File: src/verilog/fpu_pkg.sv
package fpu_pkg;

	typedef logic [4:0] reg_addr_t;

	localparam int FCC0_BIT    = 23;
	localparam int CAUSE_E_BIT = 17;
	localparam int FCSR_ADDR   = 31;
	localparam int FIR_ADDR    = 0;

	typedef struct packed {
		logic [5:0]  opcode;
		logic [4:0]  base;
		logic [4:0]  ft;
		logic [15:0] offset;
	} i_form_t;

	// For compares and MOVCF the cc index sits in the top bits of fd or ft
	typedef struct packed {
		logic [5:0] opcode;
		logic [4:0] fmt;
		logic [4:0] ft;
		logic [4:0] fs;
		logic [4:0] fd;
		logic [5:0] funct;
	} r_form_t;

	typedef union packed {
		i_form_t i_form;
		r_form_t r_form;
	} inst_t;

	typedef enum logic [4:0] {
		FPU_OP_NOP, FPU_OP_LW, FPU_OP_SW, FPU_OP_MFC, FPU_OP_CFC, FPU_OP_MTC,
		FPU_OP_CTC, FPU_OP_ADD, FPU_OP_SUB, FPU_OP_MUL, FPU_OP_DIV, FPU_OP_SQRT,
		FPU_OP_ABS, FPU_OP_MOV, FPU_OP_NEG, FPU_OP_ROUND, FPU_OP_TRUNC, FPU_OP_CEIL,
		FPU_OP_FLOOR, FPU_OP_CVTW, FPU_OP_CVTS, FPU_OP_COND, FPU_OP_INVALID
	} fpu_op_t;

	typedef struct packed {
		fpu_op_t    op;
		reg_addr_t  raddr1;
		reg_addr_t  raddr2;
		logic       we;
		reg_addr_t  waddr;
		logic [2:0] cc;
		logic [3:0] cond;
	} fpu_dec_t;

	typedef enum logic [1:0] {
		EXC_NONE, EXC_UNIMPL, EXC_RESERVED
	} exc_t;

	typedef struct packed {
		logic        we;
		reg_addr_t   waddr;
		logic [31:0] wdata;
		logic        fcc_we;
		logic [2:0]  cc;
		logic        fcc_val;
		logic        fcsr_we;
		logic [31:0] fcsr_val;
		logic        out_en;
		logic [31:0] out_data;
		logic        fir_rd;
		exc_t        exc;
	} fpu_res_t;

	typedef struct packed {
		logic [6:0] fcc_hi;
		logic       fs;
		logic       fcc0;
		logic [4:0] zero;
		logic       cause_e;
		logic [4:0] cause;
		logic [4:0] enables;
		logic [4:0] flags;
		logic [1:0] rm;
	} fcsr_t;

endpackage

File: src/verilog/fpu_ex.sv
`timescale 1ns/1ps

module fpu_ex (
	input  logic              clk,
	input  logic              rst_n,
	input  fpu_pkg::fpu_dec_t dec,
	input  logic              inst_valid,
	input  logic [31:0]       rdata1,
	input  logic [31:0]       rdata2,
	input  logic [31:0]       ext_data,
	input  fpu_pkg::fcsr_t    fcsr,
	output fpu_pkg::fpu_res_t res
);

	fpu_pkg::fpu_dec_t ex_dec;
	fpu_pkg::fcsr_t fcsr_q;
	logic [31:0] opnd1, opnd2, ext_q;
	logic [31:0] fwd1, fwd2, sgn_data;
	logic nan1, nan2, unord, both_zero, eq, lt, cmp;

	// The instruction in execute commits on the same edge that samples the next one
	assign fwd1 = (res.we && res.waddr == dec.raddr1) ? res.wdata : rdata1;
	assign fwd2 = (res.we && res.waddr == dec.raddr2) ? res.wdata : rdata2;

	always_ff @(posedge clk or negedge rst_n)
	begin
		if (!rst_n)
			ex_dec <= '0;
		else
			ex_dec <= inst_valid ? dec : '0;
	end

	always_ff @(posedge clk)
	begin
		if (inst_valid)
		begin
			opnd1  <= fwd1;
			opnd2  <= fwd2;
			ext_q  <= ext_data;
			fcsr_q <= fcsr;
		end
	end

	assign nan1      = (&opnd1[30:23]) && (|opnd1[22:0]);
	assign nan2      = (&opnd2[30:23]) && (|opnd2[22:0]);
	assign unord     = nan1 | nan2;
	assign both_zero = (opnd1[30:0] == 31'h0) && (opnd2[30:0] == 31'h0);
	assign eq        = !unord && ((opnd1 == opnd2) || both_zero);

	always_comb
	begin
		// Sign-magnitude ordering, with +0 and -0 treated as equal
		if (opnd1[31] != opnd2[31])
			lt = opnd1[31] && !both_zero;
		else if (opnd1[31])
			lt = opnd1[30:0] > opnd2[30:0];
		else
			lt = opnd1[30:0] < opnd2[30:0];
		lt = lt && !unord;
	end

	assign cmp = (lt & ex_dec.cond[2]) | (eq & ex_dec.cond[1]) | (unord & ex_dec.cond[0]);

	always_comb
	begin
		case (ex_dec.op)
		fpu_pkg::FPU_OP_ABS: sgn_data = {1'b0, opnd1[30:0]};
		fpu_pkg::FPU_OP_NEG: sgn_data = {~opnd1[31], opnd1[30:0]};
		default:             sgn_data = opnd1;
		endcase
	end

	always_comb
	begin
		res         = '0;
		res.waddr   = ex_dec.waddr;
		res.cc      = ex_dec.cc;
		res.fcc_val = cmp;
		case (ex_dec.op)
		fpu_pkg::FPU_OP_LW, fpu_pkg::FPU_OP_MTC:
		begin
			res.we       = ex_dec.we;
			res.wdata    = ext_q;
			res.out_en   = 1'b1;
			res.out_data = ext_q;
		end
		fpu_pkg::FPU_OP_SW:
		begin
			res.out_en   = 1'b1;
			res.out_data = opnd1;
		end
		fpu_pkg::FPU_OP_MFC:
		begin
			res.out_en   = 1'b1;
			res.out_data = opnd2;
		end
		fpu_pkg::FPU_OP_CFC:
		begin
			res.out_en   = 1'b1;
			res.out_data = (ex_dec.raddr2 == fpu_pkg::FCSR_ADDR) ? fcsr_q : 32'h0;
			res.fir_rd   = (ex_dec.raddr2 == fpu_pkg::FIR_ADDR);
		end
		fpu_pkg::FPU_OP_CTC:
		begin
			res.fcsr_we  = (ex_dec.waddr == fpu_pkg::FCSR_ADDR);
			res.fcsr_val = ext_q;
			res.out_en   = 1'b1;
			res.out_data = ext_q;
		end
		fpu_pkg::FPU_OP_MOV, fpu_pkg::FPU_OP_ABS, fpu_pkg::FPU_OP_NEG:
		begin
			res.we       = ex_dec.we;
			res.wdata    = sgn_data;
			res.out_en   = 1'b1;
			res.out_data = sgn_data;
		end
		fpu_pkg::FPU_OP_COND:
		begin
			res.fcc_we   = 1'b1;
			res.out_en   = 1'b1;
			res.out_data = {31'h0, cmp};
		end
		fpu_pkg::FPU_OP_ADD, fpu_pkg::FPU_OP_SUB, fpu_pkg::FPU_OP_MUL,
		fpu_pkg::FPU_OP_DIV, fpu_pkg::FPU_OP_SQRT, fpu_pkg::FPU_OP_ROUND,
		fpu_pkg::FPU_OP_TRUNC, fpu_pkg::FPU_OP_CEIL, fpu_pkg::FPU_OP_FLOOR,
		fpu_pkg::FPU_OP_CVTW, fpu_pkg::FPU_OP_CVTS:
			res.exc = fpu_pkg::EXC_UNIMPL;
		fpu_pkg::FPU_OP_INVALID: res.exc = fpu_pkg::EXC_RESERVED;
		default: ;
		endcase
	end

	// A compare never finds its operands both equal and less
	a_cmp_exclusive: assert property (@(posedge clk) disable iff (!rst_n)
		(ex_dec.op == fpu_pkg::FPU_OP_COND) |-> !(eq && lt));

endmodule

File: config.mk
export PLATFORM = sky130hd
export DESIGN_NAME = fpu_ex
export DESIGN_NICKNAME = d
export VERILOG_FILES = /design/src/verilog/fpu_pkg.sv /design/src/verilog/fpu_ex.sv
export SDC_FILE = /design/constraint.sdc
export NUM_CORES = 1
export LEC_CHECK = 0
export BUFFER_PORTS_ARGS = -buffer_cell sky130_fd_sc_hd__buf_2
export CELL_PAD_IN_SITES_DETAIL_PLACEMENT = 1
export CELL_PAD_IN_SITES_GLOBAL_PLACEMENT = 1
export CORE_ASPECT_RATIO = 1.5
export CORE_MARGIN = 5
export CORE_UTILIZATION = 30
export CTS_CLUSTER_DIAMETER = 80
export CTS_CLUSTER_SIZE = 14
export DETAILED_ROUTE_END_ITERATION = 10
export PLACE_DENSITY = 0.68
export SLEW_MARGIN = 20
export SYNTH_ARGS = -nofsm -noshare
export SYNTH_HDL_FRONTEND = slang
export SYNTH_SLANG_ARGS = --single-unit
File: constraint.sdc
create_clock -name clk -period 2.58 [get_ports clk]
set_clock_uncertainty 0.05 [all_clocks]
set_input_delay 0.129 -clock clk [delete_from_list [all_inputs] [get_ports clk]]
set_output_delay 0.129 -clock clk [all_outputs]
set_load 0.05 [all_outputs]
==> impl_summary.log <==
INFO  metric outcome = finished, violations left
INFO  metric failed_checks = setup timing
INFO  metric initial_core_util = 0.305
INFO  metric die_w = 142 um
INFO  metric ys_async_sr_fraction = 0.147
INFO  metric fin_nets = 1380
INFO  metric clock_latency_on_the_worst_skew_pair = 0.42 ns
INFO  metric seq_area_frac_synth = 0.557
INFO  metric final_max_slew_viol_count = 0
INFO  metric timing.final.crit_period = 2.90 ns
INFO  metric fp.coreArea = ~26000 sq um
INFO  metric drc = 0
INFO  metric global_route.usage.total = 0.215
INFO  metric clock_sink_count = 150
INFO  metric worst_setup_hold_path_clk_slew = ~0.06 ns
INFO  metric timing_hold_violations_final = 0
INFO  metric final.setup.worst_slack = -0.317 ns
INFO  metric most_frequently_used_cell_type_in_the_post_synthesis_netlist = sky130_fd_sc_hd__edfxtp_1
INFO  metric worst_ep_arrival_time = ~2.7 ns
INFO  metric achievable-frequency = 345 MHz
INFO  metric placementRows = 72
INFO  metric design.die.area = 29700 sq um
INFO  metric netlist_area = between 7000 and 8000 sq um
INFO  metric cp_data_required_time = roughly 2.4 ns
INFO  metric grt_setup_unrepaired = yes
INFO  metric first_iter_violations = 401
INFO  metric first_global_vias = 8670
INFO  metric yosys_register_bits = 150
INFO  metric hold_path.class = input pin to flip-flop
INFO  metric use_met2 = 0.406
INFO  metric start_kind = flip-flop
INFO  metric routed_via_count = 7837
INFO  metric drt.antenna.violating_nets = 0
INFO  metric num_io_pins = 271
INFO  metric dieHeight = 209 um
INFO  metric wire_length_of_the_first_global_routing_pass = approximately 50 mm
INFO  metric routabilityCongestion = 0.831
INFO  metric timing.critical_path.fanout_max = 4
INFO  metric detail_route.vias_per_cell = 5.10
INFO  metric register_area = 4400 sq um
INFO  metric final_design_area_no_fill = approximately 12000 sq um
INFO  metric vdd.ir_drop.worst = approximately 0.44 mV
INFO  metric tightestPinTransition = 0.509 ns
INFO  metric gr-usage-met3 = 0.0435
INFO  metric nFillCells = 2857
INFO  metric yosysWarningCount = 0
INFO  metric worst-setup-path-type = flip-flop to primary output
INFO  metric wire_length_after_detailed_routing = around 32 mm
INFO  metric highest_utilization_routing_layer_at_the_global_route_stage = met2
INFO  metric clk_root_buffer_cell = sky130_fd_sc_hd__clkbuf_16
INFO  metric ys.flop_type = sky130_fd_sc_hd__edfxtp_1
INFO  metric area_delta_synth_final = 58.3%
INFO  metric synth_cells = 740
INFO  metric post-route-period-util = 1.12
INFO  metric dp_hpwl = 22.5 mm
INFO  metric drt_pre_antenna_iters = 5
INFO  metric postPlaceCellArea = 9980 sq um
INFO  metric grt_overflow_total = 0
INFO  metric clock_tree_from_tritoncts = built
INFO  metric io_buffers = 269
INFO  metric synth.net_count = 930
INFO  metric leakage_power_of_the_design = 5.76 nW
INFO  metric number_of_enable_type_register_cells_in_the_synthesized_netlist = 128
INFO  metric synth.cells.most_frequent = 128 x sky130_fd_sc_hd__edfxtp_1, 104 x sky130_fd_sc_hd__nand2_1, 63 x sky130_fd_sc_hd__inv_1, 63 x sky130_fd_sc_hd__o21ai_0, 54 x sky130_fd_sc_hd__and2_1
INFO  metric netlist.area_leader.share = 0.487
INFO  metric wire_per_inst = 20.9 um
INFO  metric max_cap_viol_count = 0
INFO  metric synth.top_cells.by_area = sky130_fd_sc_hd__edfxtp_1 49%, sky130_fd_sc_hd__dfrtp_1 7.0%, sky130_fd_sc_hd__nand2_1 4.9%, sky130_fd_sc_hd__ha_1 4.9%, sky130_fd_sc_hd__and2_1 4.3%
INFO  metric clk_path_buf_depth = 2
INFO  metric slew_headroom = 0.661
INFO  metric grt_max_degree = approximately 70
INFO  metric synth_cell_type_count = 53
INFO  metric hold-worst-slack = between 0.05 and 0.06 ns
INFO  metric grtUsageMet1 = 0.228
INFO  metric worst_setup_path_end_kind = primary output
INFO  metric antenna_found_initial = 2
INFO  metric multiInputGateArea = 3270 sq um
INFO  metric drive_gt1_frac = 0.338
INFO  metric h-tree-depth = 4
INFO  metric syn_avg_cell_area = 10.7 sq um
INFO  metric final-setup-viol-count = 2
INFO  metric post-route-util = 0.483
INFO  metric tritoncts_buffers = 17
INFO  metric power_per_cell_area = about 540 nW/um^2
INFO  metric synth_largest_area_cell = sky130_fd_sc_hd__edfxtp_1
-- area by class of cell --
type | count | share of cell area
clock inverters | 3 | 0.00160
flip-flops and latches | 150 | 0.352
clock buffers | 29 | 0.0486
well taps | 333 | 0.0334
diodes | 2 | 0.000401
multi-input cells | 481 | 0.262
inverters | 63 | 0.0189
repair buffers | 477 | 0.284
-- path summary, 6_finish.rpt --
path,start,end,slack [ns],depth (start not counted)
setup / recovery,opnd1[1],res[69],-0.32,9
hold / removal,rdata2[10],opnd2[10],0.05,3
setup reg to reg,ex_dec[26],opnd1[20],0.27,7
hold reg to reg,ext_q[5],opnd1[5],0.67,2
max in group asynchronous,rst_n,ex_dec[23],1.95,2
min in group asynchronous,rst_n,res[71],0.16,2
-- per-stage QoR --
stage          setup TNS, ns  setup WS, ns  cells  power [mW]
5_1_grt               -0.926        -0.451   1538        7.02
6_report              -0.625        -0.317   1538        6.75
3_3_place_gp         -0.0397       -0.0397   1342        3.93
2_1_floorplan              0         0.139    740        3.50
3_5_place_dp          -0.153        -0.146   1342        3.95
4_1_cts               -0.647        -0.344   1536        6.80
-- cells in the final DEF (no fill, tap or decap), types with 5 or more instances in the layout --
master,count
sky130_fd_sc_hd__buf_2,237
sky130_fd_sc_hd__dlygate4sd3_1,150
sky130_fd_sc_hd__edfxtp_1,128
sky130_fd_sc_hd__nand2_1,103
sky130_fd_sc_hd__buf_4,71
sky130_fd_sc_hd__inv_1,63
sky130_fd_sc_hd__o21ai_0,62
sky130_fd_sc_hd__and2_1,54
sky130_fd_sc_hd__nand3_1,39
sky130_fd_sc_hd__ha_1,30
sky130_fd_sc_hd__a221oi_1,28
sky130_fd_sc_hd__a22oi_1,24
sky130_fd_sc_hd__clkbuf_16,23
sky130_fd_sc_hd__dfrtp_1,21
sky130_fd_sc_hd__nand4_1,15
sky130_fd_sc_hd__a21oi_1,13
sky130_fd_sc_hd__a22oi_2,10
sky130_fd_sc_hd__buf_12,10
sky130_fd_sc_hd__nor4_2,9
sky130_fd_sc_hd__nor2_1,8
sky130_fd_sc_hd__o21ai_1,8
sky130_fd_sc_hd__nor3_1,7
sky130_fd_sc_hd__nor4_1,6
sky130_fd_sc_hd__xor2_1,6
sky130_fd_sc_hd__xnor2_1,5
-- state kept, by name, indices dropped and copies added, names as in the netlist --
signal / flops
opnd2: 32
ext_q: 32
ex_dec: 14
fcsr_q: 32
res: 8
opnd1: 32
-- routing by layer --
metal / vias to the layer above / share of wire
li1: 3621 / -
met1: 3862 / 0.36
met2: 289 / 0.55
met3: 65 / 0.053
met4: 0 / 0.036
met5: - / 0
-- worst max-delay path: stages (launching register included) --
cell                       delay [ns]
sky130_fd_sc_hd__edfxtp_1        0.50
sky130_fd_sc_hd__ha_1            0.37
sky130_fd_sc_hd__nand3b_1        0.11
sky130_fd_sc_hd__a21oi_1         0.07
sky130_fd_sc_hd__o31a_1          0.31
sky130_fd_sc_hd__o41ai_2         0.29
sky130_fd_sc_hd__a211o_1         0.22
sky130_fd_sc_hd__nand2_1         0.07
sky130_fd_sc_hd__o21bai_2        0.17
sky130_fd_sc_hd__buf_12          0.16
-- logic make-up after synthesis --
group                    after synthesis  share of synthesized area
flip-flops                           150                      0.557
AO/OA/AOI/OAI                        167                      0.140
multiplexers                           3                    0.00428
AND/OR/NAND/NOR                      269                      0.180
buffers and inverters                109                     0.0579
XOR/XNOR                              11                     0.0122
adder cells (fa/ha/maj)               31                     0.0492
-- power by group --
group / internal [mW] / switching (mW)
Sequential: 2.82 / 0.124
Clock: 1.60 / 0.986
Combinational: 0.525 / 0.699
-- repair_timing --
item,4_1_cts,5_1_grt
endpoints found under the setup margin,33,38
setup buffers,12,0
resized for setup,48,25
endpoints found under the hold margin,171,0
hold buffers,150,0
pin swaps,7,1
(Power assumes the default switching activity.)
