===== config.mk =====
export PLATFORM = sky130hd
export DESIGN_NAME = fpu_wb
export DESIGN_NICKNAME = d
export VERILOG_FILES = /design/src/verilog/fpu_pkg.sv /design/src/verilog/fpu_wb.sv
export SDC_FILE = /design/constraint.sdc
export NUM_CORES = 1
export LEC_CHECK = 0
export BUFFER_PORTS_ARGS = -buffer_cell sky130_fd_sc_hd__buf_2
export CORE_ASPECT_RATIO = 0.9
export CORE_MARGIN = 2
export CORE_UTILIZATION = 36
export DETAILED_ROUTE_END_ITERATION = 6
export PLACE_DENSITY_LB_ADDON = 0.05
export SYNTH_ARGS = -nofsm -noshare
export SYNTH_HDL_FRONTEND = slang
export SYNTH_SLANG_ARGS = --single-unit

===== constraint.sdc =====
create_clock -name clk -period 1.4 [get_ports clk]
set_clock_uncertainty 0.15 [all_clocks]
set_input_delay 0.28 -clock clk [delete_from_list [all_inputs] [get_ports clk]]
set_output_delay 0.28 -clock clk [all_outputs]
set_load 0.01 [all_outputs]

===== src/verilog/fpu_pkg.sv =====
package fpu_pkg;

	typedef logic [4:0] reg_addr_t;

	localparam int FCC0_BIT    = 23;
	localparam int CAUSE_E_BIT = 17;
	localparam int FCSR_ADDR   = 31;
	localparam int FIR_ADDR    = 0;

	typedef struct packed {
		logic [5:0]  opcode;
		logic [4:0]  base;
		logic [4:0]  ft;
		logic [15:0] offset;
	} i_form_t;

	// For compares and MOVCF the cc index sits in the top bits of fd or ft
	typedef struct packed {
		logic [5:0] opcode;
		logic [4:0] fmt;
		logic [4:0] ft;
		logic [4:0] fs;
		logic [4:0] fd;
		logic [5:0] funct;
	} r_form_t;

	typedef union packed {
		i_form_t i_form;
		r_form_t r_form;
	} inst_t;

	typedef enum logic [4:0] {
		FPU_OP_NOP, FPU_OP_LW, FPU_OP_SW, FPU_OP_MFC, FPU_OP_CFC, FPU_OP_MTC,
		FPU_OP_CTC, FPU_OP_ADD, FPU_OP_SUB, FPU_OP_MUL, FPU_OP_DIV, FPU_OP_SQRT,
		FPU_OP_ABS, FPU_OP_MOV, FPU_OP_NEG, FPU_OP_ROUND, FPU_OP_TRUNC, FPU_OP_CEIL,
		FPU_OP_FLOOR, FPU_OP_CVTW, FPU_OP_CVTS, FPU_OP_COND, FPU_OP_INVALID
	} fpu_op_t;

	typedef struct packed {
		fpu_op_t    op;
		reg_addr_t  raddr1;
		reg_addr_t  raddr2;
		logic       we;
		reg_addr_t  waddr;
		logic [2:0] cc;
		logic [3:0] cond;
	} fpu_dec_t;

	typedef enum logic [1:0] {
		EXC_NONE, EXC_UNIMPL, EXC_RESERVED
	} exc_t;

	typedef struct packed {
		logic        we;
		reg_addr_t   waddr;
		logic [31:0] wdata;
		logic        fcc_we;
		logic [2:0]  cc;
		logic        fcc_val;
		logic        fcsr_we;
		logic [31:0] fcsr_val;
		logic        out_en;
		logic [31:0] out_data;
		logic        fir_rd;
		exc_t        exc;
	} fpu_res_t;

	typedef struct packed {
		logic [6:0] fcc_hi;
		logic       fs;
		logic       fcc0;
		logic [4:0] zero;
		logic       cause_e;
		logic [4:0] cause;
		logic [4:0] enables;
		logic [4:0] flags;
		logic [1:0] rm;
	} fcsr_t;

endpackage


===== src/verilog/fpu_wb.sv =====
`timescale 1ns/1ps

module fpu_wb #(
	parameter logic [31:0] FIR_VALUE = 32'h0001_0000
) (
	input  logic               clk,
	input  logic               rst_n,
	input  fpu_pkg::fpu_res_t  res,
	output logic               wr_en,
	output fpu_pkg::reg_addr_t wr_addr,
	output logic [31:0]        wr_data,
	output fpu_pkg::fcsr_t     fcsr,
	output logic [7:0]         fcc_fwd,
	output logic               out_valid,
	output logic [31:0]        out_data,
	output logic               exc_valid,
	output fpu_pkg::exc_t      exc_code
);

	fpu_pkg::fcsr_t fcsr_q, fcsr_nxt;

	assign wr_en   = res.we;
	assign wr_addr = res.waddr;
	assign wr_data = res.wdata;

	always_comb
	begin
		fcsr_nxt = fcsr_q;
		if (res.fcsr_we)
			fcsr_nxt = res.fcsr_val;
		if (res.fcc_we)
		begin
			if (res.cc == 3'd0)
				fcsr_nxt[fpu_pkg::FCC0_BIT] = res.fcc_val;
			else
				fcsr_nxt[fpu_pkg::FCC0_BIT + 1 + res.cc] = res.fcc_val;
		end
		if (res.exc == fpu_pkg::EXC_UNIMPL)
			fcsr_nxt[fpu_pkg::CAUSE_E_BIT] = 1'b1;
	end

	// Both views include the update of the instruction now in execute
	assign fcsr    = fcsr_nxt;
	assign fcc_fwd = {fcsr_nxt[31:25], fcsr_nxt[fpu_pkg::FCC0_BIT]};

	always_ff @(posedge clk or negedge rst_n)
	begin
		if (!rst_n)
		begin
			fcsr_q    <= '0;
			out_valid <= 1'b0;
			exc_valid <= 1'b0;
		end
		else
		begin
			fcsr_q    <= fcsr_nxt;
			out_valid <= res.out_en;
			exc_valid <= (res.exc != fpu_pkg::EXC_NONE);
		end
	end

	always_ff @(posedge clk)
	begin
		if (res.out_en)
			out_data <= res.fir_rd ? FIR_VALUE : res.out_data;
		if (res.exc != fpu_pkg::EXC_NONE)
			exc_code <= res.exc;
	end

	// A result and an exception are never reported in the same cycle
	a_exc_alone: assert property (@(posedge clk) disable iff (!rst_n)
		!(out_valid && exc_valid));

endmodule


==> results of run 1 <==
[logic make-up after synthesis]
family / synth area share (%)
and+or+nand+nor: 9.46
AOI/OAI and AO/OA: 0.166
buffers and inverters: 12.9
muxes: 15.4
DFF: 62.0
[cell usage after synthesis]
| cell type | count | share of area [%] |
|---|---|---|
| buf_4 | 47 | 12 |
| mux2_2 | 35 | 13 |
| dfrtp_1 | 34 | 28 |
| edfxtp_1 | 34 | 34 |
| nor2b_1 | 31 | 6.4 |
| mux2_4 | 4 | 2.0 |
| and4bb_2 | 3 | 1.2 |
| clkbuf_1 | 3 | 0.37 |
| nand4b_1 | 3 | 0.87 |
| buf_6 | 2 | 0.75 |
| or2_2 | 2 | 0.41 |
| inv_1 | 1 | 0.12 |
| mux2i_1 | 1 | 0.33 |
| nand4_1 | 1 | 0.21 |
| nor4b_1 | 1 | 0.29 |
| o21ai_0 | 1 | 0.17 |
[routing by layer]
layer | up-vias | GRT usage, % | part of all wire [%]
met3 | 12 | 10.2 | 14
met5 | - | 0 | 0
met4 | 0 | 4.57 | 1.6
met1 | 909 | 17.4 | 37
li1 | 905 | - | -
met2 | 126 | 24.0 | 47
[cell usage in the layout, fill, tap and decap left out, types with 3 or more instances in the layout]
cell	count
buf_4	7
mux2_2	27
buf_12	6
buf_6	16
and4bb_2	3
mux2_4	12
edfxtp_1	34
dfrtp_1	34
clkbuf_8	9
nor2b_1	31
dlygate4sd3_1	3
buf_2	134
nand4b_1	3
[power by group through the flow]
stage / clock network, mW / registers (mW) / logic [mW]
finish: 1.71 / 2.33 / 0.888
global route: 1.84 / 2.35 / 0.966
CTS: 1.76 / 2.33 / 0.899
detailed placement: 0 / 2.37 / 0.806
global placement: 0 / 2.37 / 0.800
floorplan: 0 / 2.41 / 0.499
[state kept, by name (all words and copies together) (netlist names)]
| signal | count |
|---|---|
| exc_code | 2 |
| out_valid | 1 |
| exc_valid | 1 |
| out_data | 32 |
| fcsr_q | 32 |
[path summary, 6_finish.rpt]
| path | depth (start not counted) | start | slack, ns | end |
|---|---|---|---|---|
| worst max-delay path | 3 | fcsr_q[25] | -0.42 | fcc_fwd[1] |
| worst min-delay path | 2 | res[58] | 0.04 | fcsr_q[22] |
| worst max register to register | 3 | fcsr_q[28] | 0.10 | fcsr_q[28] |
| worst min register to register | 1 | fcsr_q[2] | 0.34 | fcsr_q[2] |
| max in group asynchronous | 3 | rst_n | 0.64 | fcsr_q[25] |
| min in group asynchronous | 3 | rst_n | 0.27 | fcsr_q[18] |
[area by class of cell]
class,count,area (sq um)
Fill cell,753,4050
Sequential cell,68,1870
Timing Repair Buffer,167,1060
Multi-Input combinational cell,82,791
Clock buffer,9,124
Tap cell,99,124
Clock inverter,6,80.1
Inverter,1,3.75
[worst reg2reg max path, stage by stage, from the launching register on]
cell,delay [ns]
dfrtp_1,0.36
mux2_4,0.26
mux2_4,0.29
buf_4,0.14
[timing repair]
item / CTS / global route
buffers inserted: 2 / 0
resized for setup: 16 / 1
hold buffers: 3 / 0
endpoints found under the hold margin: 36 / 0
endpoints found under the setup margin: 40 / 40
[stage by stage]
step | power (mW) | instance area, sq um | utilization (%)
after floorplan | 2.91 | 3090 | -
after global placement | 3.17 | 3700 | 45.7
after detailed placement | 3.18 | 3700 | 45.7
after CTS | 4.99 | 4050 | 50.0
after global routing | 5.15 | 4060 | 50.0
final | 4.92 | 4060 | 50.0
==> flow_summary.html, run 1 <==
<table>
<tr><th>Metric</th><th>Value</th></tr>
<tr><th colspan="2">Run status</th></tr>
<tr><td>Status</td><td>finished, violations left</td></tr>
<tr><td>Violated checks</td><td>negative setup slack</td></tr>
<tr><th colspan="2">Power and ir drop</th></tr>
<tr><td>Peak ir drop on the vdd network</td><td>0.571 mV</td></tr>
<tr><td>Areal power density over the cells</td><td>1210 mW/mm^2</td></tr>
<tr><td>Power Internal</td><td>3.75 mW</td></tr>
<tr><td>Sw power</td><td>1.17 mW</td></tr>
<tr><td>Leak pwr</td><td>1.86 nW</td></tr>
<tr><td>Logic gate share of total power</td><td>18.0%</td></tr>
<tr><td>Portion of total power attributed to the clock network</td><td>34.7%</td></tr>
<tr><td>Switching part of the total</td><td>23.8%</td></tr>
<tr><td>Sequential power share</td><td>47.3%</td></tr>
<tr><th colspan="2">Global routing</th></tr>
<tr><td>Global-route wire length before repair</td><td>10700 microns</td></tr>
<tr><td>GR Overflow Total</td><td>0</td></tr>
<tr><td>Number of global-route vias before repair</td><td>1985</td></tr>
<tr><td>Maximum number of pins on one net before global-route repair</td><td>35</td></tr>
<tr><td>Overall routing resource usage</td><td>15.5%</td></tr>
<tr><td>Initial antenna violation count</td><td>0</td></tr>
<tr><th colspan="2">Place</th></tr>
<tr><td>Minimum setup slack after placement</td><td>-0.364 ns</td></tr>
<tr><td>HPWL Detailed</td><td>5330 microns</td></tr>
<tr><td>Final GP Congestion</td><td>0.725</td></tr>
<tr><td>Total instance count after detailed placement</td><td>412</td></tr>
<tr><td>Count of input and output buffers</td><td>151</td></tr>
<tr><th colspan="2">Critical path</th></tr>
<tr><td>CP Cell Sequence</td><td>mux2_4 -&gt; mux2_4 -&gt; buf_6</td></tr>
<tr><td>Worst path arrival time</td><td>1.39 ns</td></tr>
<tr><td>WP data required</td><td>0.97 ns</td></tr>
<tr><td>Startpoint types</td><td>flop</td></tr>
<tr><td>Highest fanout seen on the critical path</td><td>3</td></tr>
<tr><td>Peak per-stage delay on the critical path</td><td>0.37 ns</td></tr>
<tr><td>Top Family by Delay on Critical Path</td><td>multiplexers</td></tr>
<tr><td>Setup CP Type</td><td>flop to output port</td></tr>
<tr><td>CP max stage cell</td><td>dfrtp_1</td></tr>
<tr><td>Capturing element type of the critical path</td><td>output port</td></tr>
<tr><td>Buffering stage count on the worst path with inverters included</td><td>1</td></tr>
<tr><td>CP most frequent cell</td><td>mux2_4</td></tr>
<tr><th colspan="2">Synth</th></tr>
<tr><td>Share of synthesized area occupied by flip-flops and latches</td><td>62.0%</td></tr>
<tr><td>#FFs+latches synth</td><td>68</td></tr>
<tr><td>Yosys synthesis warning count</td><td>0</td></tr>
<tr><td>Syn_area_per_cell</td><td>14.9 sq um</td></tr>
<tr><td>Cell area after technology mapping</td><td>0.00302 sq mm</td></tr>
<tr><td>Cell count after synthesis</td><td>203</td></tr>
<tr><td>Number of nets in the synthesized netlist</td><td>317</td></tr>
<tr><td>Count of different cell masters after synthesis</td><td>16</td></tr>
<tr><th colspan="2">Clocking</th></tr>
<tr><td>H-tree depth reported by CTS</td><td>3</td></tr>
<tr><td>CTS Buf Count</td><td>9</td></tr>
<tr><td>Clock net sink count</td><td>68</td></tr>
<tr><td>TritonCTS clock tree</td><td>done</td></tr>
<tr><td>Buffer levels on the longest clock path</td><td>2</td></tr>
<tr><td>Worst-Skew Late Latency</td><td>0.33 ns</td></tr>
<tr><td>Root Buffer</td><td>clkbuf_8</td></tr>
<tr><td>Clock-pin transition on the worst setup and hold timing paths</td><td>0.07 ns</td></tr>
<tr><th colspan="2">STA</th></tr>
<tr><td>Setup-violating endpoint count in the final report</td><td>40</td></tr>
<tr><td>Final hold slack</td><td>0.0393 ns</td></tr>
<tr><td>Max-slew violation total from the final report</td><td>0</td></tr>
<tr><td>RSZ-0062 raised after global routing</td><td>yes</td></tr>
<tr><td>Clock period minus final worst setup slack</td><td>1.82 ns</td></tr>
<tr><td>Measured slew at the worst slew-check pin</td><td>0.363 ns</td></tr>
<tr><td>Maximum frequency from static timing analysis</td><td>549 MHz</td></tr>
<tr><td>Post-route setup slack</td><td>-0.421 ns</td></tr>
<tr><td>Number of hold-slack violations in the final timing report</td><td>0</td></tr>
<tr><td>Post-route setup TNS</td><td>-12.34 ns</td></tr>
<tr><td>Worst-case headroom to the max-slew limit</td><td>75.8%</td></tr>
<tr><td>Final worst path period share</td><td>130%</td></tr>
<tr><th colspan="2">Finish</th></tr>
<tr><td>Synth-to-Final Area Change</td><td>34.4%</td></tr>
<tr><td>Proportion of layout cells with a drive suffix above 1</td><td>66.7%</td></tr>
<tr><td>Post-layout nets</td><td>443</td></tr>
<tr><td>Post-layout instance count excluding filler cells</td><td>432</td></tr>
<tr><td>Antenna diode count</td><td>0</td></tr>
<tr><th colspan="2">Die</th></tr>
<tr><td>Initial Util</td><td>37.2%</td></tr>
<tr><td>Floorplan die height</td><td>90.8 microns</td></tr>
<tr><td>Top-level port count</td><td>228</td></tr>
<tr><td>Die span in x</td><td>100 microns</td></tr>
<tr><td>Core ar.</td><td>0.00811 sq mm</td></tr>
<tr><td>Row count</td><td>31</td></tr>
<tr><td>Die footprint</td><td>0.00913 sq mm</td></tr>
<tr><th colspan="2">Routing</th></tr>
<tr><td>Post-DR wirelength/cell</td><td>16.3 microns</td></tr>
<tr><td>Iteration count of the initial detailed-routing pass</td><td>4</td></tr>
<tr><td>Vias per Instance</td><td>4.52</td></tr>
<tr><td>Routed wire length</td><td>7060 microns</td></tr>
<tr><td>Via count</td><td>1952</td></tr>
<tr><td>Post-route antenna net violation count</td><td>0</td></tr>
<tr><td>DRC violation count after routing</td><td>0</td></tr>
<tr><td>1st-iter DRT viols</td><td>30</td></tr>
<tr><th colspan="2">Flow run</th></tr>
<tr><td>Number of max-capacitance violations reported</td><td>0</td></tr>
<tr><th colspan="2">Hold path</th></tr>
<tr><td>Hold Path Class</td><td>input port to flop</td></tr>
</table>
No activity file was read; power rests on OpenSTA's default activity.
==> run 2, diff against run 1 <==
Settings changed: SLEW_MARGIN from default to 40.
Clock period 1.4 ns to 1.5 ns, I/O delays scaled along.
==> run 2 against run 1 <==
  * The flow still finishes with violations (negative setup slack)
  * Clock-buffer cell count is 2 higher
  * Via count is 2.2% higher
  * Register-to-register slack worse by 0.02 ns
  * Worst hold slack better by 0.017 ns
  * Sequential power is 7% lower
  * Sequential share of layout area is 3.4 points lower
  * Worst setup slack better by 0.075 ns
  * Routed wire length is 7.5% higher
  * Flip-flop and latch count stayed put
  * Power is 6.0% lower
  * Largest cell class unchanged
==> flow_summary.html, run 2 (synthesized netlist as in run 1, its figures left out) <==
<table>
<tr><th>Metric</th><th>Value</th></tr>
<tr><th colspan="2">Run status</th></tr>
<tr><td>Status</td><td>finished, violations left (unchanged)</td></tr>
<tr><td>Violated checks</td><td>negative setup slack (unchanged)</td></tr>
<tr><th colspan="2">Routing</th></tr>
<tr><td>1st-iter DRT viols</td><td>46 (was 30)</td></tr>
<tr><td>DRC violation count after routing</td><td>0 (unchanged)</td></tr>
<tr><td>Post-DR wirelength/cell</td><td>17.2 microns (was 16.3 microns)</td></tr>
<tr><td>Post-route antenna net violation count</td><td>0 (unchanged)</td></tr>
<tr><td>Routed wire length</td><td>7590 microns (was 7060 microns)</td></tr>
<tr><td>Via count</td><td>1995 (was 1952)</td></tr>
<tr><td>Iteration count of the initial detailed-routing pass</td><td>4 (unchanged)</td></tr>
<tr><td>Vias per Instance</td><td>4.51 (was 4.52)</td></tr>
<tr><th colspan="2">Die</th></tr>
<tr><td>Die footprint</td><td>0.00913 sq mm (unchanged)</td></tr>
<tr><td>Core ar.</td><td>0.00811 sq mm (unchanged)</td></tr>
<tr><td>Die span in x</td><td>100 microns (unchanged)</td></tr>
<tr><td>Floorplan die height</td><td>90.8 microns (unchanged)</td></tr>
<tr><td>Row count</td><td>31 (unchanged)</td></tr>
<tr><td>Top-level port count</td><td>228 (unchanged)</td></tr>
<tr><td>Initial Util</td><td>37.2% (unchanged)</td></tr>
<tr><th colspan="2">Global routing</th></tr>
<tr><td>Number of global-route vias before repair</td><td>2069 (was 1985)</td></tr>
<tr><td>Global-route wire length before repair</td><td>11100 microns (was 10700 microns)</td></tr>
<tr><td>Maximum number of pins on one net before global-route repair</td><td>34 (was 35)</td></tr>
<tr><td>GR Overflow Total</td><td>0 (unchanged)</td></tr>
<tr><td>Overall routing resource usage</td><td>16.5% (was 15.5%)</td></tr>
<tr><td>Initial antenna violation count</td><td>0 (unchanged)</td></tr>
<tr><th colspan="2">Critical path</th></tr>
<tr><td>WP data required</td><td>1.05 ns (was 0.97 ns)</td></tr>
<tr><td>Peak per-stage delay on the critical path</td><td>0.37 ns (about the same)</td></tr>
<tr><td>Setup CP Type</td><td>flop to output port (unchanged)</td></tr>
<tr><td>Register-to-register setup slack</td><td>0.08 ns (was 0.10 ns)</td></tr>
<tr><td>Highest fanout seen on the critical path</td><td>3 (unchanged)</td></tr>
<tr><td>Startpoint types</td><td>flop (unchanged)</td></tr>
<tr><td>Number of cells on the worst reg-to-reg path</td><td>4 (was 3)</td></tr>
<tr><td>CP max stage cell</td><td>dfrtp_1 (unchanged)</td></tr>
<tr><td>Crit Reg-Reg Endpoint</td><td>fcsr_q[31] (was fcsr_q[28])</td></tr>
<tr><td>CP most frequent cell</td><td>mux2_4 (unchanged)</td></tr>
<tr><td>Buffering stage count on the worst path with inverters included</td><td>1 (unchanged)</td></tr>
<tr><td>Critical register-to-register path startpoint</td><td>fcsr_q[31] (was fcsr_q[28])</td></tr>
<tr><td>Top Family by Delay on Critical Path</td><td>multiplexers (unchanged)</td></tr>
<tr><td>CP Cell Sequence</td><td>mux2_4 -&gt; mux2_4 -&gt; buf_2 (was mux2_4 -&gt; mux2_4 -&gt; buf_6)</td></tr>
<tr><td>Worst path arrival time</td><td>1.40 ns (was 1.39 ns)</td></tr>
<tr><td>Capturing element type of the critical path</td><td>output port (unchanged)</td></tr>
<tr><th colspan="2">Finish</th></tr>
<tr><td>Antenna diode count</td><td>0 (unchanged)</td></tr>
<tr><td>Synth-to-Final Area Change</td><td>45.3% (was 34.4%)</td></tr>
<tr><td>Fin area</td><td>0.00438 sq mm (was 0.00406 sq mm)</td></tr>
<tr><td>Largest registers</td><td>fcsr_q: 32 flops, out_data: 32 flops, exc_code: 2 flops (unchanged)</td></tr>
<tr><td>Top library cells by usage in the layout, fill and taps aside</td><td>113 x buf_2, 37 x buf_6, 34 x edfxtp_1, 34 x dfrtp_1, 31 x nor2b_1 (was 134 x buf_2, 34 x edfxtp_1, 34 x dfrtp_1)</td></tr>
<tr><td>Proportion of layout cells with a drive suffix above 1</td><td>67.9% (was 66.7%)</td></tr>
<tr><td>Post-layout nets</td><td>452 (was 443)</td></tr>
<tr><td>Most common library cell in the layout ignoring fill and taps</td><td>buf_2 (unchanged)</td></tr>
<tr><td>Utilization after layout</td><td>54.1% (was 50.0%)</td></tr>
<tr><th colspan="2">Clocking</th></tr>
<tr><td>Buffer levels on the longest clock path</td><td>2 (unchanged)</td></tr>
<tr><td>Clock-pin transition on the worst setup and hold timing paths</td><td>0.08 ns (was 0.07 ns)</td></tr>
<tr><td>Root Buffer</td><td>clkbuf_8 (unchanged)</td></tr>
<tr><td>Clock net sink count</td><td>68 (unchanged)</td></tr>
<tr><td>H-tree depth reported by CTS</td><td>3 (unchanged)</td></tr>
<tr><td>TritonCTS clock tree</td><td>done (unchanged)</td></tr>
<tr><td>CTS Buf Count</td><td>9 (unchanged)</td></tr>
<tr><td>Worst-Skew Late Latency</td><td>0.34 ns (was 0.33 ns)</td></tr>
<tr><th colspan="2">Power and ir drop</th></tr>
<tr><td>Areal power density over the cells</td><td>1060 mW/mm^2 (was 1210 mW/mm^2)</td></tr>
<tr><td>Sw power</td><td>1.15 mW (was 1.17 mW)</td></tr>
<tr><td>Power Internal</td><td>3.48 mW (was 3.75 mW)</td></tr>
<tr><td>Leak pwr</td><td>2.06 nW (was 1.86 nW)</td></tr>
<tr><td>Switching part of the total</td><td>24.9% (was 23.8%)</td></tr>
<tr><td>Logic gate share of total power</td><td>21.6% (was 18.0%)</td></tr>
<tr><td>Sequential power share</td><td>47.0% (was 47.3%)</td></tr>
<tr><td>Portion of total power attributed to the clock network</td><td>31.5% (was 34.7%)</td></tr>
<tr><td>Peak ir drop on the vdd network</td><td>0.542 mV (was 0.571 mV)</td></tr>
<tr><th colspan="2">Hold path</th></tr>
<tr><td>Hold Path Class</td><td>input port to flop (unchanged)</td></tr>
<tr><td>Hold path cells</td><td>2 (unchanged)</td></tr>
<tr><td>Source of the worst hold timing path</td><td>res[46] (was res[58])</td></tr>
<tr><td>Endpoint of the worst hold-timing path</td><td>fcsr_q[10] (was fcsr_q[22])</td></tr>
<tr><th colspan="2">STA</th></tr>
<tr><td>Worst-case headroom to the max-slew limit</td><td>63.9% (was 75.8%)</td></tr>
<tr><td>Post-route setup slack</td><td>-0.346 ns (was -0.421 ns)</td></tr>
<tr><td>Final hold slack</td><td>0.0566 ns (was 0.0393 ns)</td></tr>
<tr><td>Maximum frequency from static timing analysis</td><td>542 MHz</td></tr>
<tr><td>Measured slew at the worst slew-check pin</td><td>0.542 ns (was 0.363 ns)</td></tr>
<tr><td>Setup-violating endpoint count in the final report</td><td>40 (unchanged)</td></tr>
<tr><td>Final worst path period share</td><td>123%</td></tr>
<tr><td>Number of hold-slack violations in the final timing report</td><td>0 (unchanged)</td></tr>
<tr><td>Clock period minus final worst setup slack</td><td>1.85 ns</td></tr>
<tr><td>Post-route setup TNS</td><td>-8.57 ns (was -12.34 ns)</td></tr>
<tr><td>Max-slew violation total from the final report</td><td>0 (unchanged)</td></tr>
<tr><td>RSZ-0062 raised after global routing</td><td>yes (unchanged)</td></tr>
<tr><th colspan="2">Place</th></tr>
<tr><td>Area after detailed placement</td><td>0.00364 sq mm (was 0.00370 sq mm)</td></tr>
<tr><td>Final GP Congestion</td><td>0.745 (was 0.725)</td></tr>
<tr><td>Minimum setup slack after placement</td><td>-0.243 ns (was -0.364 ns)</td></tr>
<tr><td>Count of input and output buffers</td><td>151 (unchanged)</td></tr>
<tr><td>HPWL Detailed</td><td>5260 microns (was 5330 microns)</td></tr>
<tr><th colspan="2">Flow run</th></tr>
<tr><td>Number of max-capacitance violations reported</td><td>0 (unchanged)</td></tr>
</table>
[run 2: changes by cell type in the layout (fill, tap and decap cells not counted), moves of 3 or more]
cell and change:
buf_6 +21, mux2_2 -17, buf_8 +3, buf_2 -21, mux2_4 +17, buf_4 +5
[run 2: worst max-delay path by stage]
stage | from | endpoint | slack (ns) | depth (start not counted)
global placement | res[68] | fcsr[29] | -0.23 | 5
finish | fcsr_q[25] | fcsr[25] | -0.35 | 3
global route | fcsr_q[23] | fcc_fwd[0] | -0.41 | 3
detailed placement | res[68] | fcc_fwd[7] | -0.24 | 5
CTS | fcsr_q[23] | fcc_fwd[0] | -0.37 | 3
floorplan | res[68] | fcsr[25] | -0.08 | 4
[run 2: area by class of cell]
class	instances	area, sq um
Multi-Input combinational cell	82	855
Inverter	1	3.75
Timing Repair Buffer	176	1340
Fill cell	681	3720
Clock buffer	11	163
Clock inverter	5	30.0
Tap cell	99	124
Sequential cell	68	1870
[run 2: through the flow]
stage | power [mW] | instances
after floorplan | 2.71 | 203
after global placement | 2.94 | 407
after detailed placement | 2.94 | 407
after CTS | 4.64 | 437
after global routing | 4.88 | 442
final | 4.63 | 442
[run 2: power by group through the flow]
stage	registers (mW)	clock network (mW)	logic [mW]
after floorplan	2.25	0	0.456
after global placement	2.21	0	0.725
after detailed placement	2.21	0	0.733
after CTS	2.17	1.52	0.944
after global routing	2.19	1.61	1.07
final	2.17	1.46	0.999
[run 2: per-layer routing]
layer  track usage (%)  wire length, microns  share of wire, %
met5                 0                     0                 0
met4              7.42                   215               2.8
met3              8.98                   820                11
met2              27.1                  3780                50
met1              17.2                  2770                37
[run 2: repair_timing]
item / CTS / global route
hold endpoints to repair: 36 / 0
endpoints found under the setup margin: 40 / 40
hold buffers: 3 / 0
gates cloned: 3 / 0
gates resized for setup: 43 / 23
buffers inserted: 8 / 7
==> run 3, diff against run 2 <==
Settings changed: HOLD_SLACK_MARGIN from default to 0.08, SKIP_LAST_GASP from default to 1.
==> run 3 against run 2 <==
  * The run still ends with negative setup slack left
  * Clock-buffer cell count is the same
  * Utilization grew 1.1 points
  * Power grew 0.62%
  * Critical path depth is the same
  * Worst hold slack gained 0.00054 ns
  * Worst setup slack is essentially flat
  * Critical path type unchanged
  * Critical endpoint unchanged
  * Largest cell class unchanged
==> flow_summary.html, run 3 (synthesized netlist as in run 1, its figures left out) <==
<table>
<tr><th>Metric</th><th>Value</th></tr>
<tr><th colspan="2">Run status</th></tr>
<tr><td>Status</td><td>finished, violations left (unchanged)</td></tr>
<tr><td>Violated checks</td><td>negative setup slack (unchanged)</td></tr>
<tr><th colspan="2">STA</th></tr>
<tr><td>Setup-violating endpoint count in the final report</td><td>40 (unchanged)</td></tr>
<tr><td>Clock period minus final worst setup slack</td><td>1.85 ns (about the same)</td></tr>
<tr><td>Post-route setup slack</td><td>-0.345 ns (was -0.346 ns)</td></tr>
<tr><td>Maximum frequency from static timing analysis</td><td>542 MHz (about the same)</td></tr>
<tr><td>Measured slew at the worst slew-check pin</td><td>0.552 ns (was 0.542 ns)</td></tr>
<tr><td>Number of hold-slack violations in the final timing report</td><td>0 (unchanged)</td></tr>
<tr><td>RSZ-0062 raised after global routing</td><td>yes (unchanged)</td></tr>
<tr><td>Final worst path period share</td><td>123% (about the same)</td></tr>
<tr><td>Post-route setup TNS</td><td>-8.56 ns (was -8.57 ns)</td></tr>
<tr><td>Max-slew violation total from the final report</td><td>0 (unchanged)</td></tr>
<tr><td>Worst-case headroom to the max-slew limit</td><td>63.2% (was 63.9%)</td></tr>
<tr><td>Final hold slack</td><td>0.0572 ns (was 0.0566 ns)</td></tr>
<tr><th colspan="2">Power and ir drop</th></tr>
<tr><td>Peak ir drop on the vdd network</td><td>0.542 mV (about the same)</td></tr>
<tr><td>Sequential power share</td><td>46.7% (was 47.0%)</td></tr>
<tr><td>Switching part of the total</td><td>24.9% (about the same)</td></tr>
<tr><td>Portion of total power attributed to the clock network</td><td>31.3% (was 31.5%)</td></tr>
<tr><td>Power Internal</td><td>3.50 mW (was 3.48 mW)</td></tr>
<tr><td>Sw power</td><td>1.16 mW (was 1.15 mW)</td></tr>
<tr><td>Leak pwr</td><td>2.09 nW (was 2.06 nW)</td></tr>
<tr><td>Areal power density over the cells</td><td>1040 mW/mm^2 (was 1060 mW/mm^2)</td></tr>
<tr><td>Logic gate share of total power</td><td>22.1% (was 21.6%)</td></tr>
<tr><th colspan="2">Routing</th></tr>
<tr><td>Routed wire length</td><td>7710 microns (was 7590 microns)</td></tr>
<tr><td>1st-iter DRT viols</td><td>47 (was 46)</td></tr>
<tr><td>DRC violation count after routing</td><td>0 (unchanged)</td></tr>
<tr><td>Post-DR wirelength/cell</td><td>17.1 microns (was 17.2 microns)</td></tr>
<tr><td>Iteration count of the initial detailed-routing pass</td><td>3 (was 4)</td></tr>
<tr><td>Via count</td><td>2031 (was 1995)</td></tr>
<tr><td>Vias per Instance</td><td>4.50 (was 4.51)</td></tr>
<tr><td>Post-route antenna net violation count</td><td>0 (unchanged)</td></tr>
<tr><th colspan="2">Finish</th></tr>
<tr><td>Largest registers</td><td>fcsr_q: 32 flops, out_data: 32 flops, exc_code: 2 flops (unchanged)</td></tr>
<tr><td>Post-layout instance count excluding filler cells</td><td>451 (was 442)</td></tr>
<tr><td>Most common library cell in the layout ignoring fill and taps</td><td>buf_2 (unchanged)</td></tr>
<tr><td>Proportion of layout cells with a drive suffix above 1</td><td>65.9% (was 67.9%)</td></tr>
<tr><td>Post-layout nets</td><td>461 (was 452)</td></tr>
<tr><td>Fin area</td><td>0.00447 sq mm (was 0.00438 sq mm)</td></tr>
<tr><td>Antenna diode count</td><td>0 (unchanged)</td></tr>
<tr><td>Utilization after layout</td><td>55.2% (was 54.1%)</td></tr>
<tr><td>Final-layout fill cell count</td><td>676 (was 681)</td></tr>
<tr><td>Top library cells by usage in the layout, fill and taps aside</td><td>113 x buf_2, 37 x buf_6, 34 x edfxtp_1, 34 x dfrtp_1, 31 x nor2b_1 (unchanged)</td></tr>
<tr><td>Synth-to-Final Area Change</td><td>48.3% (was 45.3%)</td></tr>
<tr><th colspan="2">Clocking</th></tr>
<tr><td>Worst-Skew Late Latency</td><td>0.34 ns (about the same)</td></tr>
<tr><td>H-tree depth reported by CTS</td><td>3 (unchanged)</td></tr>
<tr><td>Clock-pin transition on the worst setup and hold timing paths</td><td>0.07 ns (was 0.08 ns)</td></tr>
<tr><td>TritonCTS clock tree</td><td>done (unchanged)</td></tr>
<tr><td>CTS Buf Count</td><td>9 (unchanged)</td></tr>
<tr><td>Root Buffer</td><td>clkbuf_8 (unchanged)</td></tr>
<tr><td>Buffer levels on the longest clock path</td><td>2 (unchanged)</td></tr>
<tr><td>Clock net sink count</td><td>68 (unchanged)</td></tr>
<tr><th colspan="2">Critical path</th></tr>
<tr><td>Worst path arrival time</td><td>1.40 ns (about the same)</td></tr>
<tr><td>Capturing element type of the critical path</td><td>output port (unchanged)</td></tr>
<tr><td>Buffering stage count on the worst path with inverters included</td><td>1 (unchanged)</td></tr>
<tr><td>Register-to-register setup slack</td><td>0.03 ns (was 0.08 ns)</td></tr>
<tr><td>WP data required</td><td>1.05 ns (about the same)</td></tr>
<tr><td>Peak per-stage delay on the critical path</td><td>0.37 ns (about the same)</td></tr>
<tr><td>Destination of the critical timing path</td><td>fcsr[25] (unchanged)</td></tr>
<tr><td>Number of logic stages on the critical path including buffering</td><td>3 (unchanged)</td></tr>
<tr><td>Startpoint types</td><td>flop (unchanged)</td></tr>
<tr><td>Number of cells on the worst reg-to-reg path</td><td>2 (was 4)</td></tr>
<tr><td>Top Family by Delay on Critical Path</td><td>multiplexers (unchanged)</td></tr>
<tr><td>CP Cell Sequence</td><td>mux2_4 -&gt; mux2_4 -&gt; buf_2 (unchanged)</td></tr>
<tr><td>Crit Reg-Reg Endpoint</td><td>fcsr_q[18] (was fcsr_q[31])</td></tr>
<tr><td>Crit path launch</td><td>fcsr_q[25] (unchanged)</td></tr>
<tr><td>Highest fanout seen on the critical path</td><td>3 (unchanged)</td></tr>
<tr><td>CP max stage cell</td><td>dfrtp_1 (unchanged)</td></tr>
<tr><td>Setup CP Type</td><td>flop to output port (unchanged)</td></tr>
<tr><td>Critical register-to-register path startpoint</td><td>fcsr_q[18] (was fcsr_q[31])</td></tr>
<tr><td>CP most frequent cell</td><td>mux2_4 (unchanged)</td></tr>
<tr><th colspan="2">Place</th></tr>
<tr><td>Total instance count after detailed placement</td><td>407 (unchanged)</td></tr>
<tr><td>HPWL Detailed</td><td>5260 microns (unchanged)</td></tr>
<tr><td>Final GP Congestion</td><td>0.745 (unchanged)</td></tr>
<tr><td>Area after detailed placement</td><td>0.00364 sq mm (unchanged)</td></tr>
<tr><td>Count of input and output buffers</td><td>151 (unchanged)</td></tr>
<tr><th colspan="2">Die</th></tr>
<tr><td>Row count</td><td>31 (unchanged)</td></tr>
<tr><td>Core ar.</td><td>0.00811 sq mm (unchanged)</td></tr>
<tr><td>Die span in x</td><td>100 microns (unchanged)</td></tr>
<tr><td>Top-level port count</td><td>228 (unchanged)</td></tr>
<tr><td>Die footprint</td><td>0.00913 sq mm (unchanged)</td></tr>
<tr><td>Initial Util</td><td>37.2% (unchanged)</td></tr>
<tr><td>Floorplan die height</td><td>90.8 microns (unchanged)</td></tr>
<tr><th colspan="2">Global routing</th></tr>
<tr><td>Number of global-route vias before repair</td><td>2089 (was 2069)</td></tr>
<tr><td>Global-route wire length before repair</td><td>11200 microns (was 11100 microns)</td></tr>
<tr><td>Maximum number of pins on one net before global-route repair</td><td>34 (unchanged)</td></tr>
<tr><td>Overall routing resource usage</td><td>16.6% (was 16.5%)</td></tr>
<tr><td>Initial antenna violation count</td><td>0 (unchanged)</td></tr>
<tr><td>GR Overflow Total</td><td>0 (unchanged)</td></tr>
<tr><th colspan="2">Hold path</th></tr>
<tr><td>Hold Path Class</td><td>input port to flop (unchanged)</td></tr>
<tr><th colspan="2">Flow run</th></tr>
<tr><td>Number of max-capacitance violations reported</td><td>0 (unchanged)</td></tr>
</table>
[run 3: how the worst min path moves through the flow]
stage                  from    endpoint  slack, ns  cells past startpoint
finish              res[55]  fcsr_q[19]       0.06                      2
floorplan             rst_n   exc_valid      -0.15                      0
detailed placement    rst_n   fcsr_q[5]       0.07                      1
global placement      rst_n   fcsr_q[5]       0.07                      1
global route        res[55]  fcsr_q[19]       0.03                      2
CTS                 res[55]  fcsr_q[19]       0.03                      2
[run 3: area by class of cell]
cell class	count	area [sq um]	share of cell area [%]
well taps	99	124	2.77
clock buffers	11	163	3.64
inverters	1	3.75	0.0839
clock inverters	5	30.0	0.671
multi-input cells	82	855	19.1
repair buffers	185	1430	31.9
flip-flops and latches	68	1870	41.8
[run 3: per-layer routing]
layer	global-route usage, %	share of wire, %	vias up
li1	-	-	943
met1	17.3	36	956
met2	27.2	50	114
met3	9.21	11	18
met4	7.42	2.8	0
met5	0	0	-
[run 3: power groups by stage]
| stage | clock network, mW | registers, mW | logic (mW) |
|---|---|---|---|
| 2_1_floorplan | 0 | 2.25 | 0.456 |
| 3_3_place_gp | 0 | 2.21 | 0.725 |
| 3_5_place_dp | 0 | 2.21 | 0.733 |
| 4_1_cts | 1.52 | 2.17 | 0.929 |
| 5_1_grt | 1.61 | 2.19 | 1.10 |
| 6_report | 1.46 | 2.17 | 1.03 |
[run 3: repair_timing]
item | CTS | global route
resized for setup | 37 | 30
hold buffers | 7 | 6
gates cloned | 3 | 0
endpoints found under the hold margin | 64 | 18
endpoints found under the setup margin | 40 | 40
buffers inserted | 8 | 6
pin swaps | 0 | 0
[run 3: through the flow]
stage          total power, mW  worst slack (ns)
3_5_place_dp              2.94            -0.243
6_report                  4.66            -0.345
5_1_grt                   4.90            -0.412
4_1_cts                   4.63            -0.370
2_1_floorplan             2.71           -0.0762
3_3_place_gp              2.94            -0.228
